<file path="config.mk">
export PLATFORM = sky130hd
export DESIGN_NAME = uart_top
export DESIGN_NICKNAME = d
export VERILOG_FILES = /design/src/uart_pkg.sv /design/src/uart_regs.sv /design/src/uart_rx.sv /design/src/uart_top.sv /design/src/uart_tx.sv
export SDC_FILE = /design/constraint.sdc
export NUM_CORES = 1
export LEC_CHECK = 0
export BUFFER_PORTS_ARGS = -buffer_cell sky130_fd_sc_hd__buf_2
export CELL_PAD_IN_SITES_DETAIL_PLACEMENT = 0
export CELL_PAD_IN_SITES_GLOBAL_PLACEMENT = 2
export CORE_UTILIZATION = 40
export CTS_CLUSTER_SIZE = 12
export DETAILED_ROUTE_END_ITERATION = 16
export HOLD_SLACK_MARGIN = 0.02
export PLACE_DENSITY = 0.85
export RECOVER_POWER = 25
export SLEW_MARGIN = 20
export SYNTH_ARGS = -nofsm -noshare
export SYNTH_HDL_FRONTEND = slang
export SYNTH_SLANG_ARGS = --single-unit
</file>
<file path="constraint.sdc">
create_clock -name clock -period 6.45 [get_ports clock]
set_input_delay 1.29 -clock clock [delete_from_list [all_inputs] [get_ports clock]]
set_output_delay 1.29 -clock clock [all_outputs]
set_load 0.05 [all_outputs]
</file>
<file path="src/uart_pkg.sv">
// UART shared definitions

package uart_pkg;

  // ----------------------------------------------------------------------
  // Widths that carry a meaning
  // ----------------------------------------------------------------------

  // Register port address
  typedef logic [4:0] addr_t;

  // Bus data word
  typedef logic [31:0] word_t;

  // Serial data byte
  typedef logic [7:0] byte_t;

  // Clock cycles per bit minus one
  typedef logic [31:0] baud_t;

  // ----------------------------------------------------------------------
  // State machines
  // ----------------------------------------------------------------------

  typedef enum logic {
    tx_idle,
    tx_shift
  } tx_state_t;

  // Hunt for start bit, shift in data, wait for acknowledge
  typedef enum logic [1:0] {
    rx_hunt,
    rx_sample,
    rx_hold
  } rx_state_t;

  // ----------------------------------------------------------------------
  // Register map
  // ----------------------------------------------------------------------

  localparam addr_t uart_write_addr  = 5'd0;
  localparam addr_t uart_read_addr   = 5'd4;
  // Bit 0 ready to send, bit 1 interrupt pending
  localparam addr_t uart_status_addr = 5'd8;
  localparam addr_t uart_baud_addr   = 5'd12;

  // Frame geometry
  localparam int tx_frame_bits = 10;
  localparam int rx_data_bits  = 8;

endpackage

</file>
<file path="src/uart_regs.sv">
// UART register block
`timescale 1ns/1ps

module uart_regs (
  input  logic           clock,
  input  logic           reset_n,
  input  uart_pkg::addr_t rw_address,
  input  uart_pkg::word_t write_data,
  input  logic           read_request,
  input  logic           write_request,
  input  logic           tx_ready,
  input  uart_pkg::byte_t rx_byte,
  input  logic           rx_pending,
  output uart_pkg::word_t read_data,
  output logic           read_response,
  output logic           write_response,
  output uart_pkg::baud_t baud_divisor,
  output logic           tx_start,
  output uart_pkg::byte_t tx_byte,
  output logic           rx_ack
);

  // ----------------------------------------------------------------------
  // Response strobes
  // ----------------------------------------------------------------------

  // Each response trails its request by one cycle
  always_ff @(posedge clock) begin
    if (!reset_n) begin
      read_response  <= 1'b0;
      write_response <= 1'b0;
    end else begin
      read_response  <= read_request;
      write_response <= write_request;
    end
  end

  // ----------------------------------------------------------------------
  // Write decode
  // ----------------------------------------------------------------------

  always_ff @(posedge clock) begin
    if (!reset_n) begin
      baud_divisor <= '0;
    end else if (write_request && rw_address == uart_pkg::uart_baud_addr) begin
      baud_divisor <= write_data;
    end
  end

  // Serializer decides on its own whether to take the byte
  assign tx_start = write_request && (rw_address == uart_pkg::uart_write_addr);
  assign tx_byte  = write_data[7:0];

  // ----------------------------------------------------------------------
  // Read decode and data mux
  // ----------------------------------------------------------------------

  // Reading the data register acknowledges the interrupt
  assign rx_ack = read_request && (rw_address == uart_pkg::uart_read_addr);

  always_ff @(posedge clock) begin
    if (!reset_n) begin
      read_data <= '0;
    end else if (read_request) begin
      case (rw_address)
        uart_pkg::uart_read_addr: begin
          read_data <= {24'b0, rx_byte};
        end
        uart_pkg::uart_status_addr: begin
          read_data <= {30'b0, rx_pending, tx_ready};
        end
        uart_pkg::uart_baud_addr: begin
          read_data <= baud_divisor;
        end
        // Write-only data register and unknown addresses read zero
        default: begin
          read_data <= '0;
        end
      endcase
    end
  end

endmodule

</file>
<file path="src/uart_rx.sv">
// UART receive deserializer
`timescale 1ns/1ps

module uart_rx (
  input  logic           clock,
  input  logic           reset_n,
  input  uart_pkg::baud_t baud_divisor,
  input  logic           uart_rx,
  input  logic           rx_ack,
  output uart_pkg::byte_t rx_byte,
  output logic           rx_pending
);

  uart_pkg::rx_state_t state;
  uart_pkg::baud_t     cycle_count;
  uart_pkg::baud_t     half_bit;
  logic [3:0]          bit_count;
  uart_pkg::byte_t     shift_reg;
  logic                sample_now;
  logic                last_sample;

  assign half_bit    = {1'b0, baud_divisor[31:1]};
  assign sample_now  = (state == uart_pkg::rx_sample) && (cycle_count >= baud_divisor);
  // Ninth sample lands in the stop bit
  assign last_sample = (bit_count == 4'(uart_pkg::rx_data_bits));

  // ----------------------------------------------------------------------
  // Receive control
  // ----------------------------------------------------------------------

  always_ff @(posedge clock) begin
    if (!reset_n || baud_divisor == '0) begin
      state       <= uart_pkg::rx_hunt;
      cycle_count <= '0;
      bit_count   <= '0;
    end else begin
      case (state)
        uart_pkg::rx_hunt: begin
          // A high line restarts the count and rejects glitches
          if (uart_rx) begin
            cycle_count <= '0;
          end else if (cycle_count < half_bit) begin
            cycle_count <= cycle_count + 1'b1;
          end else begin
            cycle_count <= '0;
            bit_count   <= '0;
            state       <= uart_pkg::rx_sample;
          end
        end
        uart_pkg::rx_sample: begin
          if (!sample_now) begin
            cycle_count <= cycle_count + 1'b1;
          end else begin
            cycle_count <= '0;
            bit_count   <= bit_count + 1'b1;
            if (last_sample) begin
              state <= uart_pkg::rx_hold;
            end
          end
        end
        uart_pkg::rx_hold: begin
          // Line ignored until the data register is read
          if (rx_ack) begin
            cycle_count <= '0;
            state       <= uart_pkg::rx_hunt;
          end
        end
        default: begin
          state <= uart_pkg::rx_hunt;
        end
      endcase
    end
  end

  // ----------------------------------------------------------------------
  // Data path
  // ----------------------------------------------------------------------

  always_ff @(posedge clock) begin
    if (sample_now) begin
      if (last_sample) begin
        rx_byte <= shift_reg;
      end else begin
        // LSB arrives first
        shift_reg <= {uart_rx, shift_reg[7:1]};
      end
    end
  end

  assign rx_pending = (state == uart_pkg::rx_hold);

endmodule

</file>
<file path="src/uart_top.sv">
// UART peripheral top level
`timescale 1ns/1ps

module uart_top (
  input  logic           clock,
  input  logic           reset_n,
  input  uart_pkg::addr_t rw_address,
  input  uart_pkg::word_t write_data,
  input  logic           read_request,
  input  logic           write_request,
  input  logic           uart_rx,
  output uart_pkg::word_t read_data,
  output logic           read_response,
  output logic           write_response,
  output logic           uart_tx,
  output logic           uart_irq
);

  uart_pkg::baud_t baud_divisor;
  logic            tx_start;
  uart_pkg::byte_t tx_byte;
  logic            tx_ready;
  logic            rx_ack;
  uart_pkg::byte_t rx_byte;

  // Register port and control
  uart_regs u_regs (
    .clock          (clock),
    .reset_n        (reset_n),
    .rw_address     (rw_address),
    .write_data     (write_data),
    .read_request   (read_request),
    .write_request  (write_request),
    .tx_ready       (tx_ready),
    .rx_byte        (rx_byte),
    .rx_pending     (uart_irq),
    .read_data      (read_data),
    .read_response  (read_response),
    .write_response (write_response),
    .baud_divisor   (baud_divisor),
    .tx_start       (tx_start),
    .tx_byte        (tx_byte),
    .rx_ack         (rx_ack)
  );

  // Serial datapaths
  uart_tx u_tx (
    .clock        (clock),
    .reset_n      (reset_n),
    .baud_divisor (baud_divisor),
    .tx_start     (tx_start),
    .tx_byte      (tx_byte),
    .uart_tx      (uart_tx),
    .tx_ready     (tx_ready)
  );

  uart_rx u_rx (
    .clock        (clock),
    .reset_n      (reset_n),
    .baud_divisor (baud_divisor),
    .uart_rx      (uart_rx),
    .rx_ack       (rx_ack),
    .rx_byte      (rx_byte),
    .rx_pending   (uart_irq)
  );

endmodule

</file>
<file path="src/uart_tx.sv">
// UART transmit serializer
`timescale 1ns/1ps

module uart_tx (
  input  logic           clock,
  input  logic           reset_n,
  input  uart_pkg::baud_t baud_divisor,
  input  logic           tx_start,
  input  uart_pkg::byte_t tx_byte,
  output logic           uart_tx,
  output logic           tx_ready
);

  uart_pkg::tx_state_t state;
  uart_pkg::baud_t     cycle_count;
  logic [3:0]          bit_count;
  logic [9:0]          shift_reg;

  // End of the current bit period
  logic bit_done;

  assign bit_done = (cycle_count >= baud_divisor);

  // ----------------------------------------------------------------------
  // Frame sequencing
  // ----------------------------------------------------------------------

  always_ff @(posedge clock) begin
    if (!reset_n || baud_divisor == '0) begin
      state       <= uart_pkg::tx_idle;
      cycle_count <= '0;
      bit_count   <= '0;
      shift_reg   <= '1;
    end else begin
      case (state)
        uart_pkg::tx_idle: begin
          if (tx_start) begin
            // Stop bit, data LSB first, start bit at the line end
            shift_reg   <= {1'b1, tx_byte, 1'b0};
            cycle_count <= '0;
            bit_count   <= '0;
            state       <= uart_pkg::tx_shift;
          end
        end
        uart_pkg::tx_shift: begin
          if (!bit_done) begin
            cycle_count <= cycle_count + 1'b1;
          end else begin
            cycle_count <= '0;
            // Shift in ones so the line rests high
            shift_reg   <= {1'b1, shift_reg[9:1]};
            bit_count   <= bit_count + 1'b1;
            if (bit_count == 4'(uart_pkg::tx_frame_bits - 1)) begin
              state <= uart_pkg::tx_idle;
            end
          end
        end
        default: begin
          state <= uart_pkg::tx_idle;
        end
      endcase
    end
  end

  assign uart_tx  = shift_reg[0];
  assign tx_ready = (state == uart_pkg::tx_idle);

endmodule

</file>
After elaboration in Yosys (flattened, before gate mapping)
Cells that the tools add are included.

Flip-flop bits (word level): 167. Bits in latches: 0. Bits in writable memories: 0. ROM bits: 0. Input bits: 42. Output and inout port bits: 36. Logic and storage cells: 82. Memories: 0.

$add $sub $neg: 4. Multiply operators: 0. Div/mod/pow operators: 0. $lt $le $gt $ge: 3. Equality and inequality tests: 14. Shift operators: 0. Mux-type cells: 29. Bitwise logic cells: 2. Reductions and logical operators: 17.

Operator list (number): $mux W32 (6); $pmux W32 S3 (2); $add A32 B1 Y32 const B (2); $ge A32 B32 Y1 (2); $pmux W32 S2 (1); $logic_not A32 Y1 (1); $lt A32 B31 Y1 (1); $mux W10 (2); $mux W4 (5); $pmux W10 S2 (1); $pmux W4 S2 (2); $eq A5 B4 Y1 const B (2); $mux W2 (5); $ne A2 B2 Y1 const B (5); $add A4 B1 Y4 const B (2); $eq A4 B4 Y1 const B (2); $reduce_and A2 Y1 (4); $pmux W2 S3 (1); $eq A5 B3 Y1 const B (1); $logic_not A5 Y1 (1); $reduce_and A5 Y1 (1); $logic_and A1 B1 Y1 (4); $ne A2 B1 Y1 const B (2); $reduce_and A4 Y1 (1); 10 further kinds (13).

Depth between registers and ports, before layout
Gate-level depths: netlist (run 1).

Depth in word-level cells: 4. Mapped depth: 11.

Hierarchy
Synthesis (run 1) repeated with hierarchy kept, for this count alone.

Cell total of the unflattened synthesis: 1176. Area, all modules: 10053.4 um^2.

By module, submodules not included: uart_rx (times used 1, cells an instance 440, area an instance 3925.0 um^2); uart_tx (times used 1, cells an instance 413, area an instance 3271.9 um^2); uart_regs (times used 1, cells an instance 323, area an instance 2856.5 um^2).

Least setup slack after synthesis (run 1)
Ideal clock, no wire load.

Path type: input -> register. From: input port rw_address[1]. To: register u_rx.cycle_count[26]. Library setup time: 0.117 ns. Arrival: 3.011 ns. Path slack: 3.322 ns. Stages: 9. Cell sequence: or4b_4 > o31a_4 > nor2_8 > and3_1 > buf_4 > and3_4 > nand4_1 > xor2_1 > nor2_1.

Cells in the longest elaborated chain, start to end: 4.

RTL lines: start, declared (RTL line uart_top.sv:7) `input uart_pkg::addr_t rw_address,`; $eq A5 B3 Y1 (RTL line uart_regs.sv:59) `assign rx_ack = read_request && (rw_address == uart_pkg::uart_read_addr);`; $logic_and A1 B1 Y1 (RTL line uart_regs.sv:59); $ne A2 B2 Y1 (no source line); $reduce_and A2 Y1 (no source line); end signal, assigned (RTL line uart_rx.sv:43) `cycle_count <= cycle_count + 1'b1;`; end signal, assigned (RTL line uart_rx.sv:52) `cycle_count <= cycle_count + 1'b1;`; end, declared (RTL line uart_rx.sv:15) `uart_pkg::baud_t cycle_count;`.

Every way passes these cells. A chain may end at the register's enable or synchronous reset.

Final worst setup path (run 1)
From: input port reset_n. To: register u_tx.cycle_count[16].

Cells in the longest elaborated chain, start to end: 2.

RTL lines: start, declared (RTL line uart_top.sv:6) `input logic reset_n,`; $logic_not A1 Y1 (RTL line uart_tx.sv:29) `if (!reset_n || baud_divisor == '0) begin`; $logic_or A1 B1 Y1 (RTL line uart_tx.sv:29); end signal, assigned (RTL line uart_tx.sv:47) `cycle_count <= cycle_count + 1'b1;`; end, declared (RTL line uart_tx.sv:15) `uart_pkg::baud_t cycle_count;`.

Every way passes these cells.

==> results of run 1 <==
## metal layers
metal / wire length, µm / GRT usage, %
met1: 11500 / 28.7
met2: 11400 / 34.8
met3: 833 / 2.94
met4: 303 / 6.22
met5: 0 / 0
## cells by family (layout without fill, tap and decap cells)
group                    Yosys count  in the layout  share of synthesized area [%]
flip-flops                       166            166                           37.4
multiplexers                      17             17                           1.84
buffers and inverters             95            175                           3.94
AND/OR/NAND/NOR                  394            394                           22.1
XOR/XNOR                          43             43                           4.04
adder cells (fa/ha/maj)          104            104                           14.0
AO/OA/AOI/OAI                    235            235                           16.7
## cell type report
type                    count  area [µm²]  share of cell area, %
multi-input cells         793        5490                   51.8
flip-flops and latches    166        3480                   32.8
clock buffers              17         425                   4.01
repair buffers             86         413                   3.89
well taps                 285         357                   3.36
clock inverters            15         225                   2.12
inverters                  57         214                   2.02
## worst paths after layout
check / start / slack (ns) / end
worst min-delay path: u_rx.shift_reg[0] / 0.44 / u_rx.rx_byte[0]
worst min register to register: u_rx.shift_reg[0] / 0.44 / u_rx.rx_byte[0]
worst max register to register: u_regs.baud_divisor[29] / 2.77 / u_rx.cycle_count[15]
worst max-delay path: reset_n / 2.06 / u_tx.cycle_count[16]
## power groups by stage
| stage | sequential, mW | combinational, mW | clock [mW] |
|---|---|---|---|
| finish | 1.05 | 0.121 | 1.09 |
| CTS | 1.05 | 0.121 | 1.12 |
| global placement | 1.07 | 0.121 | 0 |
| global route | 1.05 | 0.134 | 1.16 |
| floorplan | 1.07 | 0.0721 | 0 |
| detailed placement | 1.07 | 0.121 | 0 |
## synth_stat cells (13+ instances only)
cell type / number / area share [%]
sky130_fd_sc_hd__nor2_1: 61 / 2.5
sky130_fd_sc_hd__xnor2_1: 13 / 1.2
sky130_fd_sc_hd__inv_1: 57 / 2.3
sky130_fd_sc_hd__a21o_1: 35 / 2.8
sky130_fd_sc_hd__mux2i_1: 16 / 1.7
sky130_fd_sc_hd__nor4_1: 14 / 0.94
sky130_fd_sc_hd__clkbuf_1: 31 / 1.2
sky130_fd_sc_hd__dfxtp_1: 150 / 32
sky130_fd_sc_hd__ha_1: 104 / 14
sky130_fd_sc_hd__nand3_1: 29 / 1.6
sky130_fd_sc_hd__and3_1: 14 / 0.94
sky130_fd_sc_hd__xor2_1: 30 / 2.8
sky130_fd_sc_hd__edfxtp_1: 16 / 5.2
sky130_fd_sc_hd__nand2_1: 118 / 4.8
sky130_fd_sc_hd__nor3_1: 19 / 1.0
sky130_fd_sc_hd__o21ai_0: 40 / 2.1
sky130_fd_sc_hd__a21boi_0: 32 / 2.6
sky130_fd_sc_hd__nand4_1: 28 / 1.9
sky130_fd_sc_hd__and2_1: 15 / 1.0
sky130_fd_sc_hd__nor2b_1: 50 / 3.4
sky130_fd_sc_hd__a21oi_1: 55 / 3.0
sky130_fd_sc_hd__and4_1: 13 / 1.2
## per-stage QoR
stage | util (%) | setup WS, ns
after floorplan | - | 3.32
after global placement | 44.0 | 2.49
after detailed placement | 44.0 | 2.58
after CTS | 46.9 | 2.78
after global routing | 46.7 | 1.73
final | 46.7 | 2.06
==> results list, run 1 <==
- Chip width: 155 µm
* Failing checks: max-capacitance violations, max-slew violations
- Die footprint: 0.0239 mm²
* Clock share of power: 48.2%
* Setup repair after global routing missed its margin: false
- Routability congestion estimate: 0.845
- Mapped Cells: 1054
- CTS Buffer Depth: 2
* Grt ovf: 0
* Via count of the first global-routing pass: 7225
- Antenna cells: 0
- The detailed router finished its first iteration with 381 violations.
- Syn_nets: 1200
- Clk_lat worst skew: 0.44 ns
- Peak fanout along the critical path: 68
* Detailed placer's ending HPWL: 18300 µm
* Summed negative setup slack over all endpoints: 0 ns
* Initial core utilization: 41.0%
- Leaving out filler cells and counting taps, the final layout contains 1419.
* Clock transition at path regs: 0.08 ns
* Wire length per cell: 17.0 µm
- Largest clock skew in the final design: 0.0156 ns
- Final routed wirelength across all metal layers: 24100 µm
- The post-route netlist has 9.35% of its cells at a drive strength greater than 1.
- In this run, post-CTS repair resized a total of 0 instances.
- Worst path arrival time: 4.75 ns
- Transition time of the tightest slew-check pin: 2.41 ns
- Boundary pin count: 78
* Maximum frequency from static timing analysis: 228 MHz
* Syn avg cell area: 8.84 µm²
- The number of hold violations in the final report came to 0.
- The cell sitting at the root of the clock tree is a sky130_fd_sc_hd__clkbuf_16.
- Worst vdd ir: 0.131 mV
- Counting cells, the worst reg-to-reg path comes to 10.
- The number of different library cells used by synthesis comes to 73.
- Of the total power, the share spent switching nets is 26.7%.
- Clock period minus final worst setup slack: 4.39 ns
- The analysis attributes to cell leakage a power of 4.19 nW.
- CP peak stage delay: 1.71 ns
* Routed vias: 7560
- Number of buffers added to fix hold violations after cts: 0
* Area of the core: 0.0227 mm²
* Crit path buf inv count: 4
- The worst pin sits at a relative slew slack of -60.5%.
* Final worst hold slack: 0.436 ns
- Among all flip-flop cells after synthesis, the most frequent one is sky130_fd_sc_hd__dfxtp_1.
* Critical path launch point type: primary input
- Vertical die dimension: 155 µm
- After routing the design area is 0.0106 mm².
- For this run, design rule violations remaining after detail routing come to 0.
- Critical setup path kind: primary input to flip-flop
- Part of the Yosys area used for sequential elements: 37.4%
- Portion of total power attributed to combinational logic: 5.3%
- Clock tree from TritonCTS: built
- The first detailed-routing pass ran for 5 iterations.
- The internal power of the cells totals 1.66 mW.
- Synthesis inferred 166 register bits.
* Leading cell types in the layout, fill and taps excluded: sky130_fd_sc_hd__dfxtp_1 (150), sky130_fd_sc_hd__nand2_1 (118), sky130_fd_sc_hd__ha_1 (104)
* Total of max-cap violations: 1
- In this run the power spent charging and discharging nets is 0.603 mW.
- Yosys mapped a number of flops with a built-in enable equal to 16.
- The final layout contains 1267 nets.
- Power per standard cell area: 213 mW/mm²
- Data on the critical path is required at its endpoint by 6.81 ns.
- Post-CTS repair timing setup buffer count: 0
- In this run the number of cells on the critical path is 9.
- Number of warnings reported in the yosys synthesis log: 0
- Dividing the final minimum period by the clock period gives 68.0%.
- Post-route ant nets: 0
- First-pass GRT wire length: 39400 µm
- Compared with the post-synthesis result, the final layout area differs by 13.9%.
* Number of cell rows: 55
- Entering global routing, the biggest net connects 69 pins.
* Cell mode on critical path: sky130_fd_sc_hd__buf_4
* Number of filler cells placed in the layout: 2289
- The worst hold path passes through 0 cells.
- The number of antenna violations at the first check in global routing is 0.
- Number of buffers inserted during clock tree synthesis: 17
- Critical path cell sequence: buf_2, clkbuf_1, o21ai_1, buf_4, nor2_1, o21ai_2, buf_4, or3_1, o21ai_0
- Fraction of synthesis flops using an asynchronous set or reset pin: 0%
* Result of the run: finished with violations
- Share of power burned in registers: 46.4%
- Worst Hold Class: flip-flop to flip-flop
- The max-slew violation count is 69.
* Number of buffers added on ports: 77
- For this design, the slowest cell found on the critical path is sky130_fd_sc_hd__clkbuf_1.
- Number of placed instances, taps included: 1387
* Cell family contributing the most delay on the critical path: buffers and inverters
* Global Route Usage Sum: 21.1%
- Category of the worst setup path capture point: flip-flop
- Final Total Pwr: 2.26 mW
* Clock Sink Count: 166
- Cell area after placement: 0.00999 mm²
- Most common cell after layout, fill and taps aside: sky130_fd_sc_hd__dfxtp_1
- Deepest level of the CTS H-tree: 4
* Post-detailed-route via-to-cell ratio: 5.33
- The mapped netlist covers 0.00932 mm².
- Setup violations remaining at the end of the flow were counted as 0.
Note: power is estimated with default switching activity, not from simulation.
==> run 2, diff against run 1 <==
--- a/config.mk
+++ b/config.mk
@@ -8,11 +8,11 @@
 export BUFFER_PORTS_ARGS = -buffer_cell sky130_fd_sc_hd__buf_2
 export CELL_PAD_IN_SITES_DETAIL_PLACEMENT = 0
 export CELL_PAD_IN_SITES_GLOBAL_PLACEMENT = 2
-export CORE_UTILIZATION = 40
+export CORE_UTILIZATION = 34
 export CTS_CLUSTER_SIZE = 12
 export DETAILED_ROUTE_END_ITERATION = 16
 export HOLD_SLACK_MARGIN = 0.02
-export PLACE_DENSITY = 0.85
+export PLACE_DENSITY = 0.77
 export RECOVER_POWER = 25
 export SLEW_MARGIN = 20
 export SYNTH_ARGS = -nofsm -noshare
==> constraint.sdc (replaced) <==
create_clock -name clock -period 3.7 [get_ports clock]
set_input_delay 0.74 -clock clock [delete_from_list [all_inputs] [get_ports clock]]
set_output_delay 0.74 -clock clock [all_outputs]
set_load 0.05 [all_outputs]
==> run 2 against run 1 <==
Against the previous run:
- the run still ends with max-capacitance violations, max-slew violations left
- sequential share of layout area down 0.34 points
- cell count up 5.0%
- global-route usage down 2.0 points
- first-iteration DRC count down 18%
- routed wire length up 6.1%
- register-to-register slack worse by 2.6 ns
- total power up 69%
- combinational power up 84%
- critical path type is now flip-flop to flip-flop
- critical endpoint is now u_rx.shift_reg[7]
- largest power group is now registers
- highest routed layer unchanged
==> results list, run 2 (same netlist as run 1, synthesis figures left out) <==
* Result of the run: finished with violations
- Failing checks: max-capacitance violations, max-slew violations
- Number of buffers added on ports: 77 (unchanged)
- Critical path launch point type: flip-flop
- The quantity of hold-fixing buffers added after cts is 0 (unchanged).
- Leaving out fill and tap cells, the most frequent cell in the layout is sky130_fd_sc_hd__dfxtp_1.
- First-pass GRT wire length: 41500 µm (+5.5%)
- The number of top-level pins is 78 (unchanged).
- Global Route Usage Sum: 19.1% (-2.0 points)
- Root Buffer Master: sky130_fd_sc_hd__clkbuf_16
- The detailed-router iteration count before antenna repair is 4 (-1).
- The die extent in x came to 168 µm (+8.4%).
- The remaining global-route overflow came to 0 (unchanged).
- Via count of the first global-routing pass: 7547 (+4.5%)
- Post-route ant nets: 0 (unchanged)
- Util after Layout: 39.8% (-6.9 points)
- Number of violations reported at the end of detailed-routing iteration 0: 313 (-18%)
* Detailed placer's ending HPWL: 19400 µm (+6.2%)
- The aggregate routed wire length came to 25600 µm (+6.1%).
- Total count of hold-check failures in the final report: 0 (unchanged)
- The maximum number of pins on one net before global-route repair was 68 (-1.4%).
* Category of the worst setup path capture point: flip-flop
- Setup repair after global routing left no endpoint under its margin.
- Worst vdd ir: 0.299 mV (+130%)
* Clock Sink Count: 166 (unchanged)
- The total instance count after detailed placement came to 1458 (+5.1%).
* Largest clock skew in the final design: 0.0247 ns (+0.00910 ns)
- The vertical die dimension is 168 µm (+8.4%).
- Post-CTS repair timing setup buffer count: 0 (unchanged)
- Setup Viol. Count Final: 0 (unchanged)
* Total of max-cap violations: 1 (unchanged)
* Number of buffers inserted during clock tree synthesis: 17 (unchanged)
* Initial core utilization: 34.6% (-6.5 points)
- The worst hold path belongs to the class flip-flop to flip-flop.
* Wire length per cell: 17.2 µm (+1.1%)
- The worst relative slew slack is -6.48% (+54 points).
- The number of antenna violations at the first check in global routing was 0 (unchanged).
- Timing would allow up to 287 MHz.
* CTS-repair resized insts: 0 (unchanged)
* Portion of the clock cycle consumed by the worst path in the final layout: 94.3%
- Final Net Count: 1282 (+1.2%)
- Leading cell types in the layout, fill and taps excluded: sky130_fd_sc_hd__dfxtp_1 (150), sky130_fd_sc_hd__nand2_1 (118), sky130_fd_sc_hd__ha_1 (104)
* Antenna cells: 0 (unchanged)
- The setup TNS came to 0 ns (unchanged).
- Area of the core: 0.0270 mm² (+19%)
- Deepest level of the CTS H-tree: 4 (unchanged)
* Clock period minus final worst setup slack: 3.49 ns
* Power per standard cell area: 356 mW/mm² (+67%)
- Layout area overhead: 15.1%
- Count of placed standard cells in the final layout, fillers left out: 1490 (+5.0%)
- Worst path arrival time: 3.57 ns (-1.18 ns)
- Post-detailed-route via-to-cell ratio: 5.11 (-4.1%)
* Required @ worst endpoint: 3.78 ns (-3.03 ns)
- Routed vias: 7612 (+0.69%)
- CTS Buffer Depth: 2 (unchanged)
- The leakage power was 4.26 nW (+1.5%).
* Clock transition at path regs: 0.07 ns (about the same)
- Final number of max-transition violations: 35 (-49%)
- Transition time of the tightest slew-check pin: 1.60 ns (-0.810 ns)
- Die footprint: 0.0281 mm² (+17%)
- Number of cell rows: 60 (+9.1%)
- TritonCTS built the clock tree.
- The clock insertion delay at the later pin of the skew report came to 0.45 ns (about the same).
- The weighted congestion reported at the end of routability-driven placement is 0.837 (-0.95%).
- Critical setup path kind: flip-flop to flip-flop
- The peak fanout along the critical path was 8 (-88%).
* Share of cells above drive strength 1: 10.7% (+1.4 points)
- Post-detailed-route DRC marker count: 0 (unchanged)
[run 2: final cells by class]
class	instances	area, µm²
clock buffers	17	425
clock inverters	15	155
fillers	2785	16200
inverters	57	214
multi-input cells	793	5480
flip-flops and latches	166	3480
well taps	341	427
repair buffers	101	539
[run 2: report_power, final]
| group | total, mW | switching, mW | internal (mW) |
|---|---|---|---|
| Clock | 1.77 | 0.865 | 0.902 |
| Sequential | 1.83 | 0.00712 | 1.82 |
| Combinational | 0.223 | 0.142 | 0.0806 |
[run 2: worst paths after layout]
kind	start	to	slack, ns	cells after the start
min reg2reg	u_rx.shift_reg[0]	u_rx.rx_byte[0]	0.43	0
max reg2reg	u_regs.baud_divisor[14]	u_rx.shift_reg[7]	0.21	10
min	u_rx.shift_reg[0]	u_rx.rx_byte[0]	0.43	0
max	u_regs.baud_divisor[14]	u_rx.shift_reg[7]	0.21	10
[run 2: metal layers]
layer / up-vias / wire, µm / share of wire (%) / track usage, %
met1: 3587 / 12200 / 48 / 24.4
met4: 0 / 235 / 0.92 / 4.83
met5: - / 0 / 0 / 0
li1: 3938 / - / - / -
met2: 72 / 12600 / 49 / 33.0
met3: 15 / 526 / 2.1 / 3.62
[run 2: through the flow]
stage / power, mW / cell area (µm²) / hold slack (ns) / setup WS, ns
2_1_floorplan: 2.00 / 9320 / 0.400 / 1.06
5_1_grt: 3.98 / 10700 / 0.442 / 0.0332
3_5_place_dp: 2.10 / 10200 / 0.412 / 0.294
6_report: 3.82 / 10700 / 0.431 / 0.211
3_3_place_gp: 2.09 / 10200 / 0.411 / 0.348
4_1_cts: 3.87 / 10800 / 0.430 / 0.258
[run 2: worst max-delay path: stages, from the launching register on]
cell                      delay, ns
sky130_fd_sc_hd__dfxtp_1       0.44
sky130_fd_sc_hd__inv_1         0.12
sky130_fd_sc_hd__ha_1          0.32
sky130_fd_sc_hd__and4_1        0.27
sky130_fd_sc_hd__nand3_1       0.09
sky130_fd_sc_hd__o32ai_1       0.45
sky130_fd_sc_hd__o21ai_1       0.14
sky130_fd_sc_hd__a31oi_1       0.32
sky130_fd_sc_hd__buf_4         0.22
sky130_fd_sc_hd__o21ai_0       0.14
sky130_fd_sc_hd__nor2b_1       0.60
==> run 3, diff against run 2 <==
--- a/config.mk
+++ b/config.mk
@@ -5,10 +5,11 @@
 export SDC_FILE = /design/constraint.sdc
 export NUM_CORES = 1
 export LEC_CHECK = 0
+export ABC_AREA = 1
 export BUFFER_PORTS_ARGS = -buffer_cell sky130_fd_sc_hd__buf_2
 export CELL_PAD_IN_SITES_DETAIL_PLACEMENT = 0
 export CELL_PAD_IN_SITES_GLOBAL_PLACEMENT = 2
-export CORE_UTILIZATION = 34
+export CORE_UTILIZATION = 32
 export CTS_CLUSTER_SIZE = 12
 export DETAILED_ROUTE_END_ITERATION = 16
 export HOLD_SLACK_MARGIN = 0.02
==> run 3 against run 2 <==
Against the previous run:
- the run still ends with max-capacitance violations, max-slew violations left
- global-route usage decreased by 0.53 points
- clock power about the same
- combinational power increased by 80%
- critical path depth decreased by 6
- flip-flop and latch count unchanged
- non-clock buffer count decreased by 17
- total power increased by 5.3%
- area after synthesis increased by 8.9%
- die area increased by 15%
- sequential share of layout area decreased by 2.0 points
==> results list, run 3 <==
- Number of warnings reported in the yosys synthesis log: 0 (unchanged)
- Layout area overhead: 12.7%
- Routed vias: 8997 (+18%)
- The net count after synthesis is 1550 (+29%).
- Commonest cells in the netlist: sky130_fd_sc_hd__nand2_1 (298), sky130_fd_sc_hd__inv_1 (163), sky130_fd_sc_hd__dfxtp_1 (150)
* Syn avg cell area: 7.22 µm² (-18%)
* Die footprint: 0.0324 mm² (+15%)
* Ys flop type: sky130_fd_sc_hd__dfxtp_1
* Setup slack on the worst flop-to-flop path: 0.87 ns (+0.66 ns)
* Count leader, synth: sky130_fd_sc_hd__nand2_1
- Critical setup path kind: primary input to flip-flop
- The number of global-route vias before repair is 8324 (+10%).
* Largest clock skew in the final design: 0.0170 ns (-0.00773 ns)
* Terminating pin of the worst hold path: u_rx.rx_byte[0]
- Routability congestion estimate: 0.798 (-4.6%)
- Worst vdd ir: 0.290 mV (-2.9%)
* Vertical die dimension: 180 µm (+7.5%)
- Main area contributors after synthesis: sky130_fd_sc_hd__dfxtp_1 (30%), sky130_fd_sc_hd__ha_1 (13%), sky130_fd_sc_hd__nand2_1 (11%), sky130_fd_sc_hd__inv_1 (6.0%), sky130_fd_sc_hd__a21oi_1 (6.0%)
- The peak fanout along the critical path was 58 (+50).
- The post-route fraction of the period consumed by the critical path was 80.6% (-14 points).
- The clock period minus worst slack is 2.98 ns (-0.508 ns).
* Number of enable-type register cells in the synthesized netlist: 16 (unchanged)
* Static leakage: 5.02 nW (+18%)
- The number of violations of the max-capacitance limit came to 1 (unchanged).
* Wire length per cell: 15.8 µm (-8.0%)
- The initial core utilization is 32.8% (-1.8 points).
- Number of cell rows: 64 (+6.7%)
* Clk_lat worst skew: 0.43 ns (-0.02 ns)
- The post-DP HPWL was 22800 µm (+18%).
- Post-detailed-route via-to-cell ratio: 4.80 (-6.1%)
- Transition time of the tightest slew-check pin: 2.24 ns (+0.644 ns)
- The number of failing setup endpoints in the final timing report is 0 (unchanged).
- The number of top-level pins is 78 (unchanged).
- The setup TNS was 0 ns (unchanged).
- Setup repair after global routing missed its margin: false
- The total instance count after detailed placement came to 1843 (+26%).
* Deepest level of the CTS H-tree: 4 (unchanged)
- CTS-repair resized insts: 0 (unchanged)
* Leading cell types in the layout, fill and taps excluded: sky130_fd_sc_hd__nand2_1 (298), sky130_fd_sc_hd__inv_1 (163), sky130_fd_sc_hd__dfxtp_1 (150)
- The cell count after synthesis came to 1404 (+33%).
* Area of the core: 0.0309 mm² (+15%)
- Chip width: 180 µm (+7.5%)
- The number of instances on the worst hold path is 0 (unchanged).
- The fraction of final layout cells with drive strength greater than 1 came to 10.6% (-0.090 points).
* CTS Buffer Depth: 2 (unchanged)
- The worst slack after detailed placement is 0.685 ns (+0.391 ns).
- Final Net Count: 1612 (+26%)
- Global Route Usage Sum: 18.6% (-0.53 points)
- Cell type contributing the most total cell area after synthesis: sky130_fd_sc_hd__dfxtp_1
- The TritonCTS sink count was 166 (unchanged).
* Category of the worst setup path capture point: flip-flop
- The total cell area at the placement stage is 0.0109 mm² (+6.9%).
* Cell area after technology mapping: 0.0101 mm² (+8.9%)
- First-pass GRT wire length: 47100 µm (+13%)
- The worst reg2reg path depth was 12 (+2).
* Number of buffers added on ports: 77 (unchanged)
- Fraction of synthesis flops using an asynchronous set or reset pin: 0% (unchanged)
- The worst setup path is launched from a primary input.
- Part of the Yosys area used for sequential elements: 34.4% (-3.0 points)
- The quantity of hold-fixing buffers added after cts came to 0 (unchanged).
* Count of placed standard cells in the final layout, fillers left out: 1876 (+26%)
- The final non-filler cell area came to 0.0114 mm² (+6.6%).
* Largest net degree at the start of global routing: 59 (-13%)
* Maximum frequency from static timing analysis: 335 MHz (+17%)
* Final routed wirelength across all metal layers: 29700 µm (+16%)
- Initial antenna violation count: 1 (+1)
* Distinct cell type count of the synthesized netlist: 44 (-40%)
- The fraction of post-synthesis cell area in the top cell type by area was 29.6% (-2.6 points).
- Failing checks: max-capacitance violations, max-slew violations
- Power per standard cell area: 352 mW/mm² (-1.2%)
- Root Buffer Master: sky130_fd_sc_hd__clkbuf_16
- Synthesis-stage register bit count: 166 (unchanged)
- The run finished, with violations left.
* Final Total Pwr: 4.02 mW (+5.3%)
* Required @ worst endpoint: 4.03 ns (+0.25 ns)
* Final number of max-transition violations: 59 (+69%)
- The arrival time reported for the critical path endpoint came to 3.32 ns (-0.25 ns).
- The detailed-router iteration count before antenna repair came to 5 (+1).
- Hold wc startpoint: u_rx.shift_reg[0]
- Post-detailed-route DRC marker count: 0 (unchanged)
* Grt ovf: 0 (unchanged)
- Clock tree from TritonCTS: built
* Post-route ant nets: 0 (unchanged)
- The clock transition time at the flip-flop clock pins of the worst setup and hold paths came to 0.06 ns (about the same).
- R2r endpoint: u_tx.shift_reg[3]
- Most common cell after layout, fill and taps aside: sky130_fd_sc_hd__nand2_1
- Total count of hold-check failures in the final report: 0 (unchanged)
- Post-CTS repair timing setup buffer count: 0 (unchanged)
- The number of design-rule violations left by the first detailed-router iteration came to 486 (+55%).
- Worst flop-to-flop path startpoint: u_regs.baud_divisor[25]
* Number of buffers inserted during clock tree synthesis: 17 (unchanged)
* Final setup margin: 0.719 ns (+0.508 ns)
* Max transition margin: -49.4% (-43 points)
- Worst Hold Class: flip-flop to flip-flop
[run 3: worst max-delay path by stage]
stage	start	slack (ns)	end
floorplan	u_regs.baud_divisor[1]	1.65	u_rx.rx_byte[0]
global placement	rw_address[0]	0.75	u_tx.shift_reg[7]
detailed placement	rw_address[0]	0.68	u_tx.shift_reg[1]
CTS	u_regs.baud_divisor[25]	0.87	u_tx.shift_reg[1]
global route	reset_n	0.51	u_regs.baud_divisor[17]
finish	reset_n	0.72	u_regs.baud_divisor[17]
[run 3: logic make-up (layout without fill, tap and decap cells)]
| family | count (synthesis) | in the layout | synth area share, % |
|---|---|---|---|
| other | 0 | 1 | 0 |
| and+or+nand+nor | 641 | 641 | 28.5 |
| DFF | 166 | 166 | 34.4 |
| buffers and inverters | 218 | 293 | 8.45 |
| AOI/OAI and AO/OA | 226 | 226 | 11.6 |
| xor gates and xnor gates | 49 | 49 | 4.23 |
| adders and majority gates | 104 | 104 | 12.8 |
[run 3: report_power, final]
| group | internal (mW) | switching, mW |
|---|---|---|
| Combinational | 0.100 | 0.301 |
| Clock | 0.936 | 0.822 |
| Sequential | 1.84 | 0.0185 |
| Total | 2.88 | 1.14 |
[run 3: through the flow]
stage               utilization (%)  hold slack [ns]
finish                         37.0            0.435
detailed placement             35.2            0.425
global placement               35.2            0.401
CTS                            37.0            0.440
global route                   37.0            0.462
floorplan                         -            0.400
[run 3: layout make-up]
cell class	count	area [µm²]
antenna	1	2.50
clock buffer	18	429
clock inverter	14	124
fill	3338	19500
inverter	177	667
multi-input combinational	1020	5800
sequential	166	3480
tap	396	495
timing repair buffer	84	428
[run 3: worst max-delay path, stage by stage]
cell,delay (ns)
sky130_fd_sc_hd__clkbuf_1,0.16
sky130_fd_sc_hd__clkbuf_1,1.61
sky130_fd_sc_hd__o21ai_0,0.50
sky130_fd_sc_hd__a21oi_1,0.25
[run 3: layer usage]
metal  global-route usage (%)  part of all wire [%]  wire length, µm  vias up
met5                        0                     0                0        -
met4                     5.03                   1.4              424        0
met3                     3.65                   4.4             1300       25
met2                     29.6                    45            13200      183
met1                     25.4                    50            14700     4040
li1                         -                     -                -     4749
